===== config.mk =====
export PLATFORM = sky130hd
export DESIGN_NAME = sequencer
export DESIGN_NICKNAME = d
export VERILOG_FILES = /design/src/cpu_pkg.sv /design/src/sequencer.sv
export SDC_FILE = /design/constraint.sdc
export NUM_CORES = 1
export LEC_CHECK = 0
export ABC_CLOCK_PERIOD_IN_PS = 4000
export BUFFER_PORTS_ARGS = -buffer_cell sky130_fd_sc_hd__buf_4
export CELL_PAD_IN_SITES_DETAIL_PLACEMENT = 1
export CELL_PAD_IN_SITES_GLOBAL_PLACEMENT = 1
export CORE_MARGIN = 2
export CORE_UTILIZATION = 29
export CTS_CLUSTER_SIZE = 24
export DETAILED_ROUTE_END_ITERATION = 8
export PLACE_DENSITY = 0.95
export RECOVER_POWER = 25
export SETUP_SLACK_MARGIN = 0.2
export SLEW_MARGIN = 5
export SYNTH_ARGS = -nofsm -noshare
export SYNTH_HDL_FRONTEND = slang
export SYNTH_SLANG_ARGS = --single-unit

===== constraint.sdc =====
create_clock -name clk -period 4 [get_ports clk]
set_input_delay 0 -clock clk [delete_from_list [all_inputs] [get_ports clk]]
set_output_delay 0 -clock clk [all_outputs]
set_load 0.02 [all_outputs]

===== src/cpu_pkg.sv =====
package cpu_pkg;

	localparam int DATA_N = 8;
	localparam int ADDR_N = 16;

	typedef logic [DATA_N - 1:0] data_t;
	typedef logic [ADDR_N - 1:0] addr_t;

	localparam addr_t RESET_VECTOR = 16'hfffc;
	localparam data_t STACK_PAGE = 8'h01;

	// Constants on the ALU A side
	localparam data_t CONST_A0 = 8'h00;
	localparam data_t CONST_A1 = 8'hff;
	// Constants on the ALU B side, 30 marks the pushed one and brk bits
	localparam data_t CONST_B0 = 8'h01;
	localparam data_t CONST_B1 = 8'h30;

	// Status update masks
	localparam data_t FLAGS_NZ = 8'h82;
	localparam data_t FLAGS_NVZC = 8'hc3;
	localparam data_t FLAG_C = 8'h01;

	typedef enum logic [4:0] {
		op_lda, op_sta, op_adc, op_sbc, op_and, op_ora, op_eor,
		op_ldx, op_ldy, op_tax, op_txa, op_txs, op_inx, op_dex,
		op_clc, op_sec, op_php, op_jmp, op_nop
	} opcode_e;

	typedef enum logic [1:0] {
		md_imp, md_imm, md_zp, md_abs
	} mode_e;

	typedef enum logic [3:0] {
		alu_pass_a, alu_pass_b, alu_add, alu_sub, alu_and,
		alu_or, alu_xor, alu_inc, alu_dec
	} alu_func_e;

	typedef enum logic [2:0] {
		as_pc, as_ad, as_zp, as_stack, as_vec_lo, as_vec_hi, as_jmp
	} addr_sel_e;

	typedef struct packed {
		logic acc;
		logic x;
		logic sp;
		logic p;
		logic pcl;
		logic pch;
		logic adl;
		logic con;
		logic consel;
	} alu_bus_a_t;

	typedef struct packed {
		logic bus;
		logic con;
		logic consel;
	} alu_bus_b_t;

	typedef struct packed {
		logic acc;
		logic x;
		logic y;
		logic sp;
		logic pcl;
		logic pch;
		logic adl;
		logic adh;
	} alu_bus_o_t;

	typedef struct packed {
		data_t mask;
		data_t set;
		data_t clr;
	} flag_mask_t;

	typedef struct packed {
		logic sign;
		logic overflow;
		logic one;
		logic brk;
		logic decimal;
		logic intr;
		logic zero;
		logic carry;
	} status_t;

	typedef union packed {
		data_t raw;
		status_t f;
	} status_u;

	typedef struct packed {
		alu_bus_a_t abus_a;
		alu_bus_b_t abus_b;
		alu_bus_o_t abus_o;
		alu_func_e alu_func;
		flag_mask_t flags;
		logic ir_we;
		logic pc_inc;
		addr_sel_e addr_sel;
		logic bus_we;
		logic bus_oe;
	} ctrl_t;

endpackage


===== src/sequencer.sv =====
`timescale 1ns/1ps

module sequencer (
	input logic clk,
	input logic reset,
	input cpu_pkg::opcode_e opcode,
	input cpu_pkg::mode_e mode,
	output cpu_pkg::ctrl_t ctrl
);

typedef enum logic [2:0] {
	st_vec_lo, st_vec_hi, st_fetch, st_op_lo, st_op_hi, st_mem, st_exec
} state_e;

state_e state, state_next;
logic jmp_fix, jmp_fix_next;

always_ff @(posedge clk) begin
	if (reset) begin
		state <= st_vec_lo;
		jmp_fix <= 1'b0;
	end else begin
		state <= state_next;
		jmp_fix <= jmp_fix_next;
	end
end

always_comb begin
	ctrl = '0;
	state_next = state;
	jmp_fix_next = jmp_fix;
	case (state)
		st_vec_lo: begin
			ctrl.addr_sel = cpu_pkg::as_vec_lo;
			ctrl.abus_b.bus = 1'b1;
			ctrl.alu_func = cpu_pkg::alu_pass_b;
			ctrl.abus_o.pcl = 1'b1;
			state_next = st_vec_hi;
		end
		st_vec_hi: begin
			ctrl.addr_sel = cpu_pkg::as_vec_hi;
			ctrl.abus_b.bus = 1'b1;
			ctrl.alu_func = cpu_pkg::alu_pass_b;
			ctrl.abus_o.pch = 1'b1;
			state_next = st_fetch;
		end
		st_fetch: begin
			ctrl.ir_we = 1'b1;
			if (jmp_fix) begin
				// Target opcode comes from pch:adl, pcl takes adl plus one
				ctrl.addr_sel = cpu_pkg::as_jmp;
				ctrl.abus_a.adl = 1'b1;
				ctrl.alu_func = cpu_pkg::alu_inc;
				ctrl.abus_o.pcl = 1'b1;
			end else begin
				ctrl.addr_sel = cpu_pkg::as_pc;
				ctrl.pc_inc = 1'b1;
			end
			jmp_fix_next = 1'b0;
			if (opcode == cpu_pkg::op_php)
				state_next = st_mem;
			else if (mode == cpu_pkg::md_zp || mode == cpu_pkg::md_abs)
				state_next = st_op_lo;
			else
				state_next = st_exec;
		end
		st_op_lo: begin
			ctrl.addr_sel = cpu_pkg::as_pc;
			ctrl.pc_inc = 1'b1;
			ctrl.abus_b.bus = 1'b1;
			ctrl.alu_func = cpu_pkg::alu_pass_b;
			ctrl.abus_o.adl = 1'b1;
			if (opcode == cpu_pkg::op_jmp)
				state_next = st_exec;
			else if (mode == cpu_pkg::md_abs)
				state_next = st_op_hi;
			else if (opcode == cpu_pkg::op_sta)
				state_next = st_mem;
			else
				state_next = st_exec;
		end
		st_op_hi: begin
			ctrl.addr_sel = cpu_pkg::as_pc;
			ctrl.pc_inc = 1'b1;
			ctrl.abus_b.bus = 1'b1;
			ctrl.alu_func = cpu_pkg::alu_pass_b;
			ctrl.abus_o.adh = 1'b1;
			state_next = (opcode == cpu_pkg::op_sta) ? st_mem : st_exec;
		end
		st_mem: begin
			ctrl.bus_we = 1'b1;
			ctrl.bus_oe = 1'b1;
			if (opcode == cpu_pkg::op_php) begin
				ctrl.addr_sel = cpu_pkg::as_stack;
				ctrl.abus_a.p = 1'b1;
				ctrl.abus_b.con = 1'b1;
				ctrl.abus_b.consel = 1'b1;
				ctrl.alu_func = cpu_pkg::alu_or;
				state_next = st_exec;
			end else begin
				ctrl.addr_sel = (mode == cpu_pkg::md_zp) ? cpu_pkg::as_zp : cpu_pkg::as_ad;
				ctrl.abus_a.acc = 1'b1;
				ctrl.alu_func = cpu_pkg::alu_pass_a;
				state_next = st_fetch;
			end
		end
		st_exec: begin
			state_next = st_fetch;
			case (mode)
				cpu_pkg::md_imm: begin
					ctrl.addr_sel = cpu_pkg::as_pc;
					ctrl.pc_inc = 1'b1;
				end
				cpu_pkg::md_zp: ctrl.addr_sel = cpu_pkg::as_zp;
				cpu_pkg::md_abs: ctrl.addr_sel = cpu_pkg::as_ad;
				default: ctrl.addr_sel = cpu_pkg::as_pc;
			endcase
			ctrl.abus_b.bus = 1'b1;
			case (opcode)
				cpu_pkg::op_lda, cpu_pkg::op_ldx, cpu_pkg::op_ldy: begin
					ctrl.abus_a.con = 1'b1;
					ctrl.abus_a.consel = 1'b1;
					ctrl.alu_func = cpu_pkg::alu_and;
					ctrl.abus_o.acc = (opcode == cpu_pkg::op_lda);
					ctrl.abus_o.x = (opcode == cpu_pkg::op_ldx);
					ctrl.abus_o.y = (opcode == cpu_pkg::op_ldy);
					ctrl.flags.mask = cpu_pkg::FLAGS_NZ;
				end
				cpu_pkg::op_adc, cpu_pkg::op_sbc: begin
					ctrl.abus_a.acc = 1'b1;
					ctrl.alu_func = (opcode == cpu_pkg::op_adc) ?
						cpu_pkg::alu_add : cpu_pkg::alu_sub;
					ctrl.abus_o.acc = 1'b1;
					ctrl.flags.mask = cpu_pkg::FLAGS_NVZC;
				end
				cpu_pkg::op_and, cpu_pkg::op_ora, cpu_pkg::op_eor: begin
					ctrl.abus_a.acc = 1'b1;
					if (opcode == cpu_pkg::op_and)
						ctrl.alu_func = cpu_pkg::alu_and;
					else if (opcode == cpu_pkg::op_ora)
						ctrl.alu_func = cpu_pkg::alu_or;
					else
						ctrl.alu_func = cpu_pkg::alu_xor;
					ctrl.abus_o.acc = 1'b1;
					ctrl.flags.mask = cpu_pkg::FLAGS_NZ;
				end
				cpu_pkg::op_tax: begin
					ctrl.abus_a.acc = 1'b1;
					ctrl.abus_o.x = 1'b1;
					ctrl.flags.mask = cpu_pkg::FLAGS_NZ;
				end
				cpu_pkg::op_txa, cpu_pkg::op_txs: begin
					ctrl.abus_a.x = 1'b1;
					ctrl.abus_o.acc = (opcode == cpu_pkg::op_txa);
					ctrl.abus_o.sp = (opcode == cpu_pkg::op_txs);
					if (opcode == cpu_pkg::op_txa)
						ctrl.flags.mask = cpu_pkg::FLAGS_NZ;
				end
				cpu_pkg::op_inx, cpu_pkg::op_dex: begin
					ctrl.abus_a.x = 1'b1;
					ctrl.alu_func = (opcode == cpu_pkg::op_inx) ?
						cpu_pkg::alu_inc : cpu_pkg::alu_dec;
					ctrl.abus_o.x = 1'b1;
					ctrl.flags.mask = cpu_pkg::FLAGS_NZ;
				end
				cpu_pkg::op_clc: ctrl.flags.clr = cpu_pkg::FLAG_C;
				cpu_pkg::op_sec: ctrl.flags.set = cpu_pkg::FLAG_C;
				cpu_pkg::op_php: begin
					ctrl.abus_a.sp = 1'b1;
					ctrl.alu_func = cpu_pkg::alu_dec;
					ctrl.abus_o.sp = 1'b1;
				end
				cpu_pkg::op_jmp: begin
					// High target byte, low byte waits in adl
					ctrl.addr_sel = cpu_pkg::as_pc;
					ctrl.alu_func = cpu_pkg::alu_pass_b;
					ctrl.abus_o.pch = 1'b1;
					jmp_fix_next = 1'b1;
				end
				default: ctrl.alu_func = cpu_pkg::alu_pass_a;
			endcase
		end
		default: state_next = st_vec_lo;
	endcase
end

assert property (@(posedge clk) reset |-> !ctrl.bus_we);
assert property (@(posedge clk) disable iff (reset) ctrl.bus_we |=> !ctrl.bus_we);

endmodule


After elaboration in Yosys (flattened, before gate mapping) --
Index checks and enable logic that the tools add are counted.
Word-level totals: flip-flop bits (word level) 4, input bits 9, output and inout port bits 55
Cells by class: equality and inequality tests 27, mux-type cells 57, reductions and logical operators 19
Operator list (number):
- $eq 5x4->1 const B | 8
- $mux 3 | 9
- $mux 24 | 1
- $pmux 4 s6 | 1
- $pmux 8 s3 | 1
- $eq 5x3->1 const B | 4
- $mux 2 | 10
- $mux 1 | 19
- $pmux 3 s6 | 1
- $pmux 4 s4 | 1
- $pmux 3 s5 | 1
- $mux 4 | 3
- $pmux 1 s2 | 6
- $eq 5x2->1 const B | 2
- $eq 5x5->1 const B | 2
- $reduce_or 2->1 | 5
- $reduce_or 5->1 | 2
- $eq 3x3->1 const B | 3
- $reduce_or 3->1 | 3
- $reduce_or 9->1 | 1
- $mux 8 | 1
- $reduce_or 4->1 | 2
- $eq 3x2->1 const B | 2
- $pmux 1 s3 | 2
- 12 further kinds | 13

Logic depth before layout (Yosys ltp) --
Gate-level depths: netlist (run 1).
word-level depth 5, gate-level depth with buffers 7, gate-level depth less buffers 7

Least setup slack after synthesis (run 1) --
Ideal clock, no wire load.
path kind flip-flop to output port, start point register state[0], end point output port ctrl[29] (netlist name), arrival time 1.928 ns, required time 4.000 ns, path slack 2.072 ns, stages on the path, launching flop included 8, buffers on the path 2, path through dfxtp_1 > inv_1 > ha_1 > nand2_1 > or2_1 > clkbuf_1 > nor3b_1 > buf_4
RTL lines:
- from (decl) | RTL line sequencer.sv:15 | state_e state, state_next;
- from (signal assigned) | RTL line sequencer.sv:20 | state <= st_vec_lo;
- from (signal assigned) | RTL line sequencer.sv:23 | state <= state_next;
- to (decl) | RTL line sequencer.sv:8 | output cpu_pkg::ctrl_t ctrl

==> metrics.md, run 1 <==
| Metric | Value |
|---|---|
| Worst slack, placed | 2047 ps |
| Post-CTS setup buffers | 0 |
| Mux share of post-synthesis cell area | 0 |
| Syn Inst Count | 154 |
| Layout Cell Area excl Fill | ~0.0012 sq mm |
| TNS Setup | 0 ps |
| Die Y | 61.83 um |
| Hold Slack | 103.3 ps |
| Syn avg cell area | ~6.3 sq um |
| Ant diodes | 0 |
| IO buf count | 43 |
| Post-DRT Antenna Nets | 0 |
| DRC | 0 |
| Setup CP Type | register to output pin |
| Vias in the first global route | roughly 1000 |
| Fin nets | 200 |
| GRT Residual Overflow | 0 |
| Unique cell type count in the Yosys netlist | 36 |
| VDD IR max | 0.1623 mV |
| Initial cell density of the core | 0.3100 |
| GRT busiest layer | met2 |
| DRT Wirelength | about 3100 um |
| Slew Viols, Final | 0 |
| CTS sink cnt | 4 |
| Area Growth Syn to Fin | 23.48% |
| CTS tree | built |
| Largest family of logic cells by synthesized area | simple AND/OR/NAND/NOR gates |
| Setup Skew | between 0.2 and 0.25 ps |
| CP startpoint kind | register |
| Hpwl dp | 2468 um |
| Final hold vios | 0 |
| DRT iter0 DRCs | 20 |
| Fmax | 452.4 MHz |
| Syn. warnings | 0 |
| CTS Buffer Depth | 2 |
| Slew HR | 0.5245 |
| Period minus WS final | around 2200 ps |
| CTS Buf Count | 3 |
| Met2 Track Usage GR | 0.2782 |
| Core Box Area | roughly 0.0031 sq mm |
| Setup ws final | 1790 ps |
| H-tree levels | 1 |
| Hold WC Path Type | input port to register |
| Max Cap Viol | 0 |
| Pleak | between 0.5 and 0.6 nW |
| Yosys reg bits | 4 |
| Met3 Usage GRT | 0.02484 |
| Iteration count of the initial detailed-routing pass | 4 |
| Worst EP required | 4000 ps |
| Wire length per cell after detailed routing | around 14 um |
| Number of primary I/O pins | 64 |
| WP data arrival | between 2000 and 2500 ps |
| Core Rows | 20 |
| Footprint of the multi-input gates | 688.2 sq um |
| Via-to-Cell Ratio | approximately 4.9 |
| Filler cells | 433 |
| Post-synthesis sequential area ratio | 0.08258 |
| Die area | about 0.0038 sq mm |
| Pwr Density | ~440 mW/mm^2 |
| Fraction of layout cells with a size suffix above 1 | 0.2486 |
| Clk slew on worst S/H paths | 40 ps |
| Via Count | ~1100 |
| Global-route wire length before repair | about 4800 um |
| Gpl congestion | slightly below 0.9 |
| Worst slew pin tran | 704.1 ps |
| Status | finished clean |
| DP Area | 0.001187 sq mm |
| Clock latency on the worst-skew pair | around 230 ps |
| Root buf cell | clkbuf_4 |
| Worst Path Max Fanout | 12 |
| Synth Area in Simple Gates | 0.3239 |
| Largest net degree at the start of global routing | 18 |
| Compound-gate portion of the synthesized area | 0.2477 |
| Final Setup Violations | 0 |
| Post-Synth XOR/XNOR Area | 0.009032 |
| Worst setup EP type | output pin |
| Core Util, Final | 0.3828 |
| Final Cycle Share | 0.5526 |
| Antenna violations before repair | 0 |
| Post-Syn Area | approximately 970 sq um |
| Global Route Usage Sum | 0.1669 |
| Met1 Usage GRT | 0.2203 |
| Die width | between 60 and 70 um |
| Unrepaired setup endpoints after global routing | false |
| Seq. cell area | between 80 and 90 sq um |
| Post-Synth Adder-Cell Area | 0.05161 |
## critical path, stage by stage, from the launching register on
cell and delay [ps]:
dfxtp_1 350, inv_1 100, ha_1 410, nand2_1 240, or2_1 390, o32ai_1 310, buf_4 190
## cells in the mapped netlist (all sizes together)
cell / count / area share
and2: 1 / 0.0065
and3: 1 / 0.0065
o21bai: 1 / 0.0077
o32ai: 2 / 0.018
ha: 4 / 0.052
or3: 2 / 0.013
o211ai: 2 / 0.015
clkbuf: 7 / 0.027
a31oi: 7 / 0.045
nor2b: 6 / 0.039
o21ai: 13 / 0.067
nand2: 11 / 0.043
xnor2: 1 / 0.0090
o41ai: 1 / 0.0090
nand2b: 2 / 0.013
a41oi: 1 / 0.017
and3b: 1 / 0.0090
nor3: 8 / 0.046
nor2: 15 / 0.063
or2: 1 / 0.0065
a211oi: 1 / 0.0077
a21oi: 10 / 0.052
inv: 11 / 0.043
buf: 28 / 0.21
conb: 1 / 0.0039
nand3: 4 / 0.021
nand4: 2 / 0.013
dfxtp: 4 / 0.083
a211o: 1 / 0.0090
nor3b: 4 / 0.031
or4b: 1 / 0.014
## what timing repair did
item / CTS / global route
gates resized for setup: 0 / 0
hold buffers: 1 / 0
endpoints found under the setup margin: 0 / 0
hold endpoints to repair: 1 / 0
## layout by cell type, fill, tap and decap left out, types with 2 or more instances in the layout
master and instances:
nand2b_1 2, o32ai_1 2, a31oi_1 7, conb_1 20
nor2_2 2, inv_1 10, nor3_1 7, clkbuf_1 6
o21ai_1 5, buf_4 37, nand3_1 4, or3_1 2
a21oi_1 10, ha_1 4, nor3b_1 4, nand4_1 2
nor2b_1 6, clkbuf_4 3, nor2_1 13, dfxtp_1 4
nand2_1 11, o211ai_1 2, o21ai_0 8
## report_power, final
part	switching [mW]	internal, mW
logic	0.263	0.142
clock network	0.0170	0.0336
registers	0.0215	0.0522
## registers in the layout, indices dropped and copies added (netlist names)
register and flops:
state 3, jmp_fix 1
## per-stage QoR
stage          power (mW)  instances
2_1_floorplan      0.3460        173
3_3_place_gp       0.4675        225
3_5_place_dp       0.4823        225
4_1_cts            0.5359        229
5_1_grt            0.5734        229
6_report           0.5299        229
## path summary, 6_finish.rpt
| check | from | end | slack [ps] | depth (start not counted) |
|---|---|---|---|---|
| max reg2reg | state[0]$_SDFF_PP0_ | state[0]$_SDFF_PP0_ | 2160 | 4 |
| min | mode[1] | state[2]$_SDFF_PP0_ | 100 | 4 |
| max | state[0]$_SDFF_PP0_ | ctrl[54] | 1790 | 6 |
| min reg2reg | jmp_fix$_SDFFE_PP0P_ | jmp_fix$_SDFFE_PP0P_ | 550 | 2 |
## metal layers
layer,part of all wire,routed length (um),vias to the layer above
met3,0.060,188,4
met1,0.44,1361,528
li1,-,-,553
met5,0,0,-
met2,0.50,1551,42
met4,0.0074,23,0
## final cells by class
cell class              instances  share of cell area
multi-input cells             123              0.5747
repair buffers                 44              0.2591
flip-flops and latches          4             0.06688
well taps                      44             0.04598
inverters                      11             0.03448
clock buffers                   3             0.01881
## logic make-up (layout without fill, tap and decap cells)
| kind of cell | Yosys count | in the layout |
|---|---|---|
| simple gates | 59 | 59 |
| buf+inv | 46 | 58 |
| compound gates | 39 | 39 |
| fa+ha+maj | 4 | 4 |
| flops | 4 | 4 |
| other cells | 1 | 20 |
| xor+xnor | 1 | 1 |
Note: power is estimated with default switching activity, not from simulation.
==> run 2, diff against run 1 <==
- ABC_CLOCK_PERIOD_IN_PS: 4000 -> 1900
- CORE_UTILIZATION: 29 -> 24
- PLACE_DENSITY: 0.95 -> 0.86
- clock period: 4 -> 1.9 ns (I/O delays scaled with it)
==> metrics.md, run 2 (same netlist as run 1, synthesis figures left out) <==
| Metric | Value |
|---|---|
| Status | finished clean |
| Logic pwr share | 0.738 |
| Flop2flop setup slack | about 240 ps |
| Global-route wire length before repair | between 5000 and 6000 um |
| Post-DRT Antenna Nets | 0 |
| Worst EP required | between 1500 and 2000 ps |
| Hpwl dp | about 2600 um |
| Fmax | between 500 and 600 MHz |
| Max Cap Viol | 0 |
| Most flops, register | state |
| IO buf count | 43 |
| Core Util, Final | 0.3491 |
| Most frequent cells in the layout | buf_4, conb_1, nor2_1 |
| Ant diodes | 0 |
| Clock network power share | 0.136 |
| Die Y | around 68 um |
| Filler cells | 511 |
| Area Growth Syn to Fin | 41.94% |
| Largest register FFs | 3 |
| Switching Fraction | 0.5249 |
| Setup ws final | 187.7 ps |
| Number of primary I/O pins | 64 |
| Slowest CP cell | dfxtp_4 |
| Pwr Density | a little under 1000 mW/mm^2 |
| Setup CP Type | register to output pin |
| Root buf cell | clkbuf_8 |
| Slowest stage delay, CP | roughly 360 ps |
| Die area | 0.004565 sq mm |
| Fin nets | roughly 210 |
| Final hold vios | 0 |
| Final Cycle Share | 0.9012 |
| Biggest regs | state: 3 flops, jmp_fix: 1 flops |
| Clk slew on worst S/H paths | approximately 30 ps |
| Via-to-Cell Ratio | between 4 and 5 |
| Slew Viols, Final | 0 |
| GRT Residual Overflow | 0 |
| H-tree levels | 1 |
| Iteration count of the initial detailed-routing pass | 4 |
| Post-route insts no fill | between 200 and 250 |
| Core Box Area | ~0.0039 sq mm |
| DRT Wirelength | between 3000 and 4000 um |
| WP data arrival | roughly 1700 ps |
| Antenna violations before repair | 0 |
| DRT iter0 DRCs | 109 |
| Sequential share of power | 0.126 |
| CTS tree | built |
| Via Count | ~1200 |
| Core Rows | 23 |
| Pleak | 0.6461 nW |
| Worst setup EP type | output pin |
| Setup Skew | approximately 4.0 ps |
| Hold WC Path Type | input port to register |
| Worst slack, placed | roughly 78 ps |
| Final Setup Violations | 0 |
| Initial cell density of the core | 0.2460 |
| Vias in the first global route | approximately 1100 |
| CTS sink cnt | 4 |
| Crit path cell chain | inv_4, ha_4, nor2b_1, nand2_2, inv_1, nor2_4, a21oi_2, buf_4 |
| CTS Buffer Depth | 2 |
| Final Total Pwr | 1.344 mW |
| CTS Buf Count | 3 |
| Pint | 0.6384 mW |
| Wire length per cell after detailed routing | 14.59 um |
| VDD IR max | between 0.3 and 0.4 mV |
| Unrepaired setup endpoints after global routing | false |
| Global Route Usage Sum | 0.1528 |
| Largest net degree at the start of global routing | 18 |
| Commonest non-fill, non-tap cell in the layout | buf_4 |
| Switching power | 0.7054 mW |
| TNS Setup | 0 ps |
| Gpl congestion | a little over 0.9 |
| DRC | 0 |
| Post-placement cell count | 235 |
| Die width | between 60 and 70 um |
| CP startpoint kind | register |
| Fraction of layout cells with a size suffix above 1 | 0.3575 |
| Worst Path Max Fanout | 6 |
| Clock latency on the worst-skew pair | 220 ps |
| Period minus WS final | ~1700 ps |
==> run 2: cell types whose count changed in the layout (fill, tap and decap cells not counted), sizes merged <==
cell and delta:
clkbuf -1, buf +9
==> run 2: power groups by stage <==
stage | combinational, mW | clock [mW] | sequential [mW]
CTS | 0.953 | 0.183 | 0.162
global route | 1.06 | 0.191 | 0.174
global placement | 0.899 | 0 | 0.146
finish | 0.992 | 0.183 | 0.169
floorplan | 0.602 | 0 | 0.135
detailed placement | 0.914 | 0 | 0.151
==> run 2: stage by stage <==
step                      hold WS [ps]  area [sq um]
after global routing             146.6          1376
final                            130.2          1376
after detailed placement         179.4          1242
after floorplan                  79.31          1059
after global placement           173.6          1242
after CTS                        132.5          1349
==> run 2: final cells by class <==
cell class | instances | area (sq um) | area share
Inverter | 11 | 43.79 | 0.03182
Timing Repair Buffer | 52 | 381.6 | 0.2773
Sequential cell | 4 | 85.08 | 0.06182
Tap cell | 50 | 62.56 | 0.04545
Clock buffer | 3 | 41.29 | 0.03000
Multi-Input combinational cell | 123 | 762.0 | 0.5536
==> run 2: metal layers <==
layer	GRT usage	share of wire
met3	0.04667	0.076
met2	0.2647	0.51
met4	0.03061	0.0042
met1	0.1850	0.41
met5	0	0
==> run 2: timing repair <==
item | 4_1_cts | 5_1_grt
pin swaps | 2 | 2
hold buffers | 1 | 0
gates resized for setup | 15 | 12
setup buffers | 2 | 2
hold endpoints to repair | 1 | 0
setup endpoints to repair | 21 | 12
==> run 2: worst paths after layout <==
path,start,endpoint,cells past startpoint
max,state[0]$_SDFF_PP0_,ctrl[3],8
min,mode[1],state[2]$_SDFF_PP0_,4
max reg2reg,state[1]$_SDFF_PP0_,state[1]$_SDFF_PP0_,6
min reg2reg,jmp_fix$_SDFFE_PP0P_,jmp_fix$_SDFFE_PP0P_,2
==> run 2: worst max-delay path: cells and delay by family, from the launching register on <==
family                   cells  cell delay, ps
AND/OR/NAND/NOR              3             450
flip-flops                   1             360
buffers and inverters        3             360
adder cells (fa/ha/maj)      1             170
AO/OA/AOI/OAI                1             130
==> run 3, diff against run 2 <==
==> constraint.sdc (replaced) <==
create_clock -name clk -period 1.9 [get_ports clk]
set_input_delay 0.475 -clock clk [delete_from_list [all_inputs] [get_ports clk]]
set_output_delay 0.475 -clock clk [all_outputs]
set_load 0.02 [all_outputs]
==> metrics.md, run 3 (same netlist as run 1, synthesis figures left out) <==
| Metric | Value |
|---|---|
| VDD IR max | 0.6321 mV |
| DRC | 0 |
| Number of primary I/O pins | between 60 and 70 |
| Fin nets | 275 |
| Pint | between 1 and 1.5 mW |
| Flop2flop setup slack | roughly 60 ps |
| CTS Buf Count | 3 |
| Final Setup Violations | 30 |
| Hpwl dp | roughly 3300 um |
| Core Rows | 23 |
| Worst Path Max Fanout | 7 |
| Area Growth Syn to Fin | 175.9% |
| Die width | around 68 um |
| Failing checks | setup timing |
| IO buf count | 43 |
| Iteration count of the initial detailed-routing pass | 4 |
| Global Route Usage Sum | 0.2512 |
| Global-route wire length before repair | around 8400 um |
| CTS Hold Bufs | 0 |
| Fmax | between 400 and 500 MHz |
| Logic pwr share | 0.875 |
| Gpl congestion | just under 0.9 |
| Root buf cell | clkbuf_8 |
| CTS tree | built |
| Clock latency on the worst-skew pair | between 200 and 250 ps |
| Slew Viols, Final | 0 |
| Hold WC Path Type | input port to register |
| Setup CP Type | register to output pin |
| Setup ws final | -294.4 ps |
| Hold Slack | approximately 460 ps |
| Die area | 0.004565 sq mm |
| Worst hold path stage count | 2 |
| Setup Skew | just over 2 ps |
| Largest register FFs | 3 |
| Final hold vios | 0 |
| Status | finished with violations |
| Clk slew on worst S/H paths | 30 ps |
| Max Cap Viol | 0 |
| Fraction of layout cells with a size suffix above 1 | 0.7654 |
| Via-to-Cell Ratio | 5.290 |
| CTS Buffer Depth | 2 |
| Most frequent cells in the layout | buf_6, buf_4, conb_1 |
| CTS sink cnt | 4 |
| DRT iter0 DRCs | around 150 |
| GRT Residual Overflow | 0 |
| Commonest non-fill, non-tap cell in the layout | buf_6 |
| Period minus WS final | about 2200 ps |
| Pwr Density | 962.5 mW/mm^2 |
| Biggest regs | state: 3 flops, jmp_fix: 1 flops |
| Wire length per cell after detailed routing | between 20 and 25 um |
| Initial cell density of the core | 0.2460 |
| Die Y | 67.57 um |
| Largest net degree at the start of global routing | 10 |
| Sequential share of power | 0.056 |
| CP startpoint kind | register |
| Core Box Area | between 0.003 and 0.004 sq mm |
| Register-to-Register Path Depth | 11 |
| H-tree levels | 1 |
| Via Count | 1640 |
| WP data arrival | between 1500 and 2000 ps |
| Post-DRT Antenna Nets | 0 |
| Unrepaired setup endpoints after global routing | true |
| DRT Wirelength | around 7400 um |
| Worst EP required | 1420 ps |
| Pleak | around 1.2 nW |
| Worst setup EP type | output pin |
| Most flops, register | state |
| Antenna violations before repair | 0 |
| Ant diodes | 0 |
| Clock network power share | 0.069 |
| Switching power | 1.260 mW |
| Vias in the first global route | around 1500 |
| Final Cycle Share | 1.155 |
| Final Total Pwr | 2.575 mW |
| Switching Fraction | 0.4893 |
==> run 3: cell count changes in the layout (fill, tap and decap cells not counted), moves of 5 or more <==
cell / change
clkbuf_1: -5
nor2_4: +9
buf_6: +62
inv_1: -5
a21oi_1: -6
buf_8: +7
nor2_1: -9
nor2b_1: -5
nor3_1: -6
==> run 3: final cells by class <==
type | count | area, sq um
clock buffers | 3 | 41.29
fillers | 432 | 1267
inverters | 11 | 53.80
multi-input cells | 123 | 1236
flip-flops and latches | 4 | 82.58
well taps | 50 | 62.56
repair buffers | 119 | 1199
==> run 3: final timing paths <==
kind / start / endpoint
worst max register to register: state[1]$_SDFF_PP0_ / state[1]$_SDFF_PP0_
worst min register to register: jmp_fix$_SDFFE_PP0P_ / jmp_fix$_SDFFE_PP0P_
worst min-delay path: reset / jmp_fix$_SDFFE_PP0P_
worst max-delay path: state[0]$_SDFF_PP0_ / ctrl[15]
==> run 3: through the flow <==
step	worst slack [ps]	TNS [ps]	instances	util	area [sq um]
floorplan	-290.5	-1692	173	-	1299
finish	-294.4	-4980	310	0.6785	2675
detailed placement	-271.7	-3531	279	0.4465	1760
CTS	-162.4	-2560	295	0.5989	2361
global placement	-252.6	-3001	279	0.4465	1760
global route	-351.1	-6060	310	0.6785	2675
==> run 3: power by group through the flow <==
stage          Combinational (mW)  Sequential (mW)  Clock, mW
2_1_floorplan               0.741            0.151          0
3_3_place_gp                 1.21            0.134          0
3_5_place_dp                 1.26            0.136          0
4_1_cts                      1.73            0.141      0.180
5_1_grt                      2.31            0.146      0.193
6_report                     2.25            0.145      0.177
==> run 3: repair_timing <==
action	4_1_cts	5_1_grt
endpoints found under the setup margin	38	38
gates cloned	0	0
gates resized for setup	115	45
pin swaps	29	26
hold endpoints to repair	0	0
buffers inserted	13	15
==> run 3: critical path, cell delays in order, from the launching register on <==
cell and delay [ps]:
dfxtp_2 320, inv_2 80, ha_4 150, buf_6 100
buf_4 110, buf_12 140, nand4_1 180, buf_4 200
nor2_4 90, buf_6 130
==> run 3: layer usage <==
layer | wire length (um) | global-route usage
met2 | 3451 | 0.4289
met5 | 0 | 0
met1 | 3253 | 0.3439
met4 | 191 | 0.05612
met3 | 484 | 0.01500
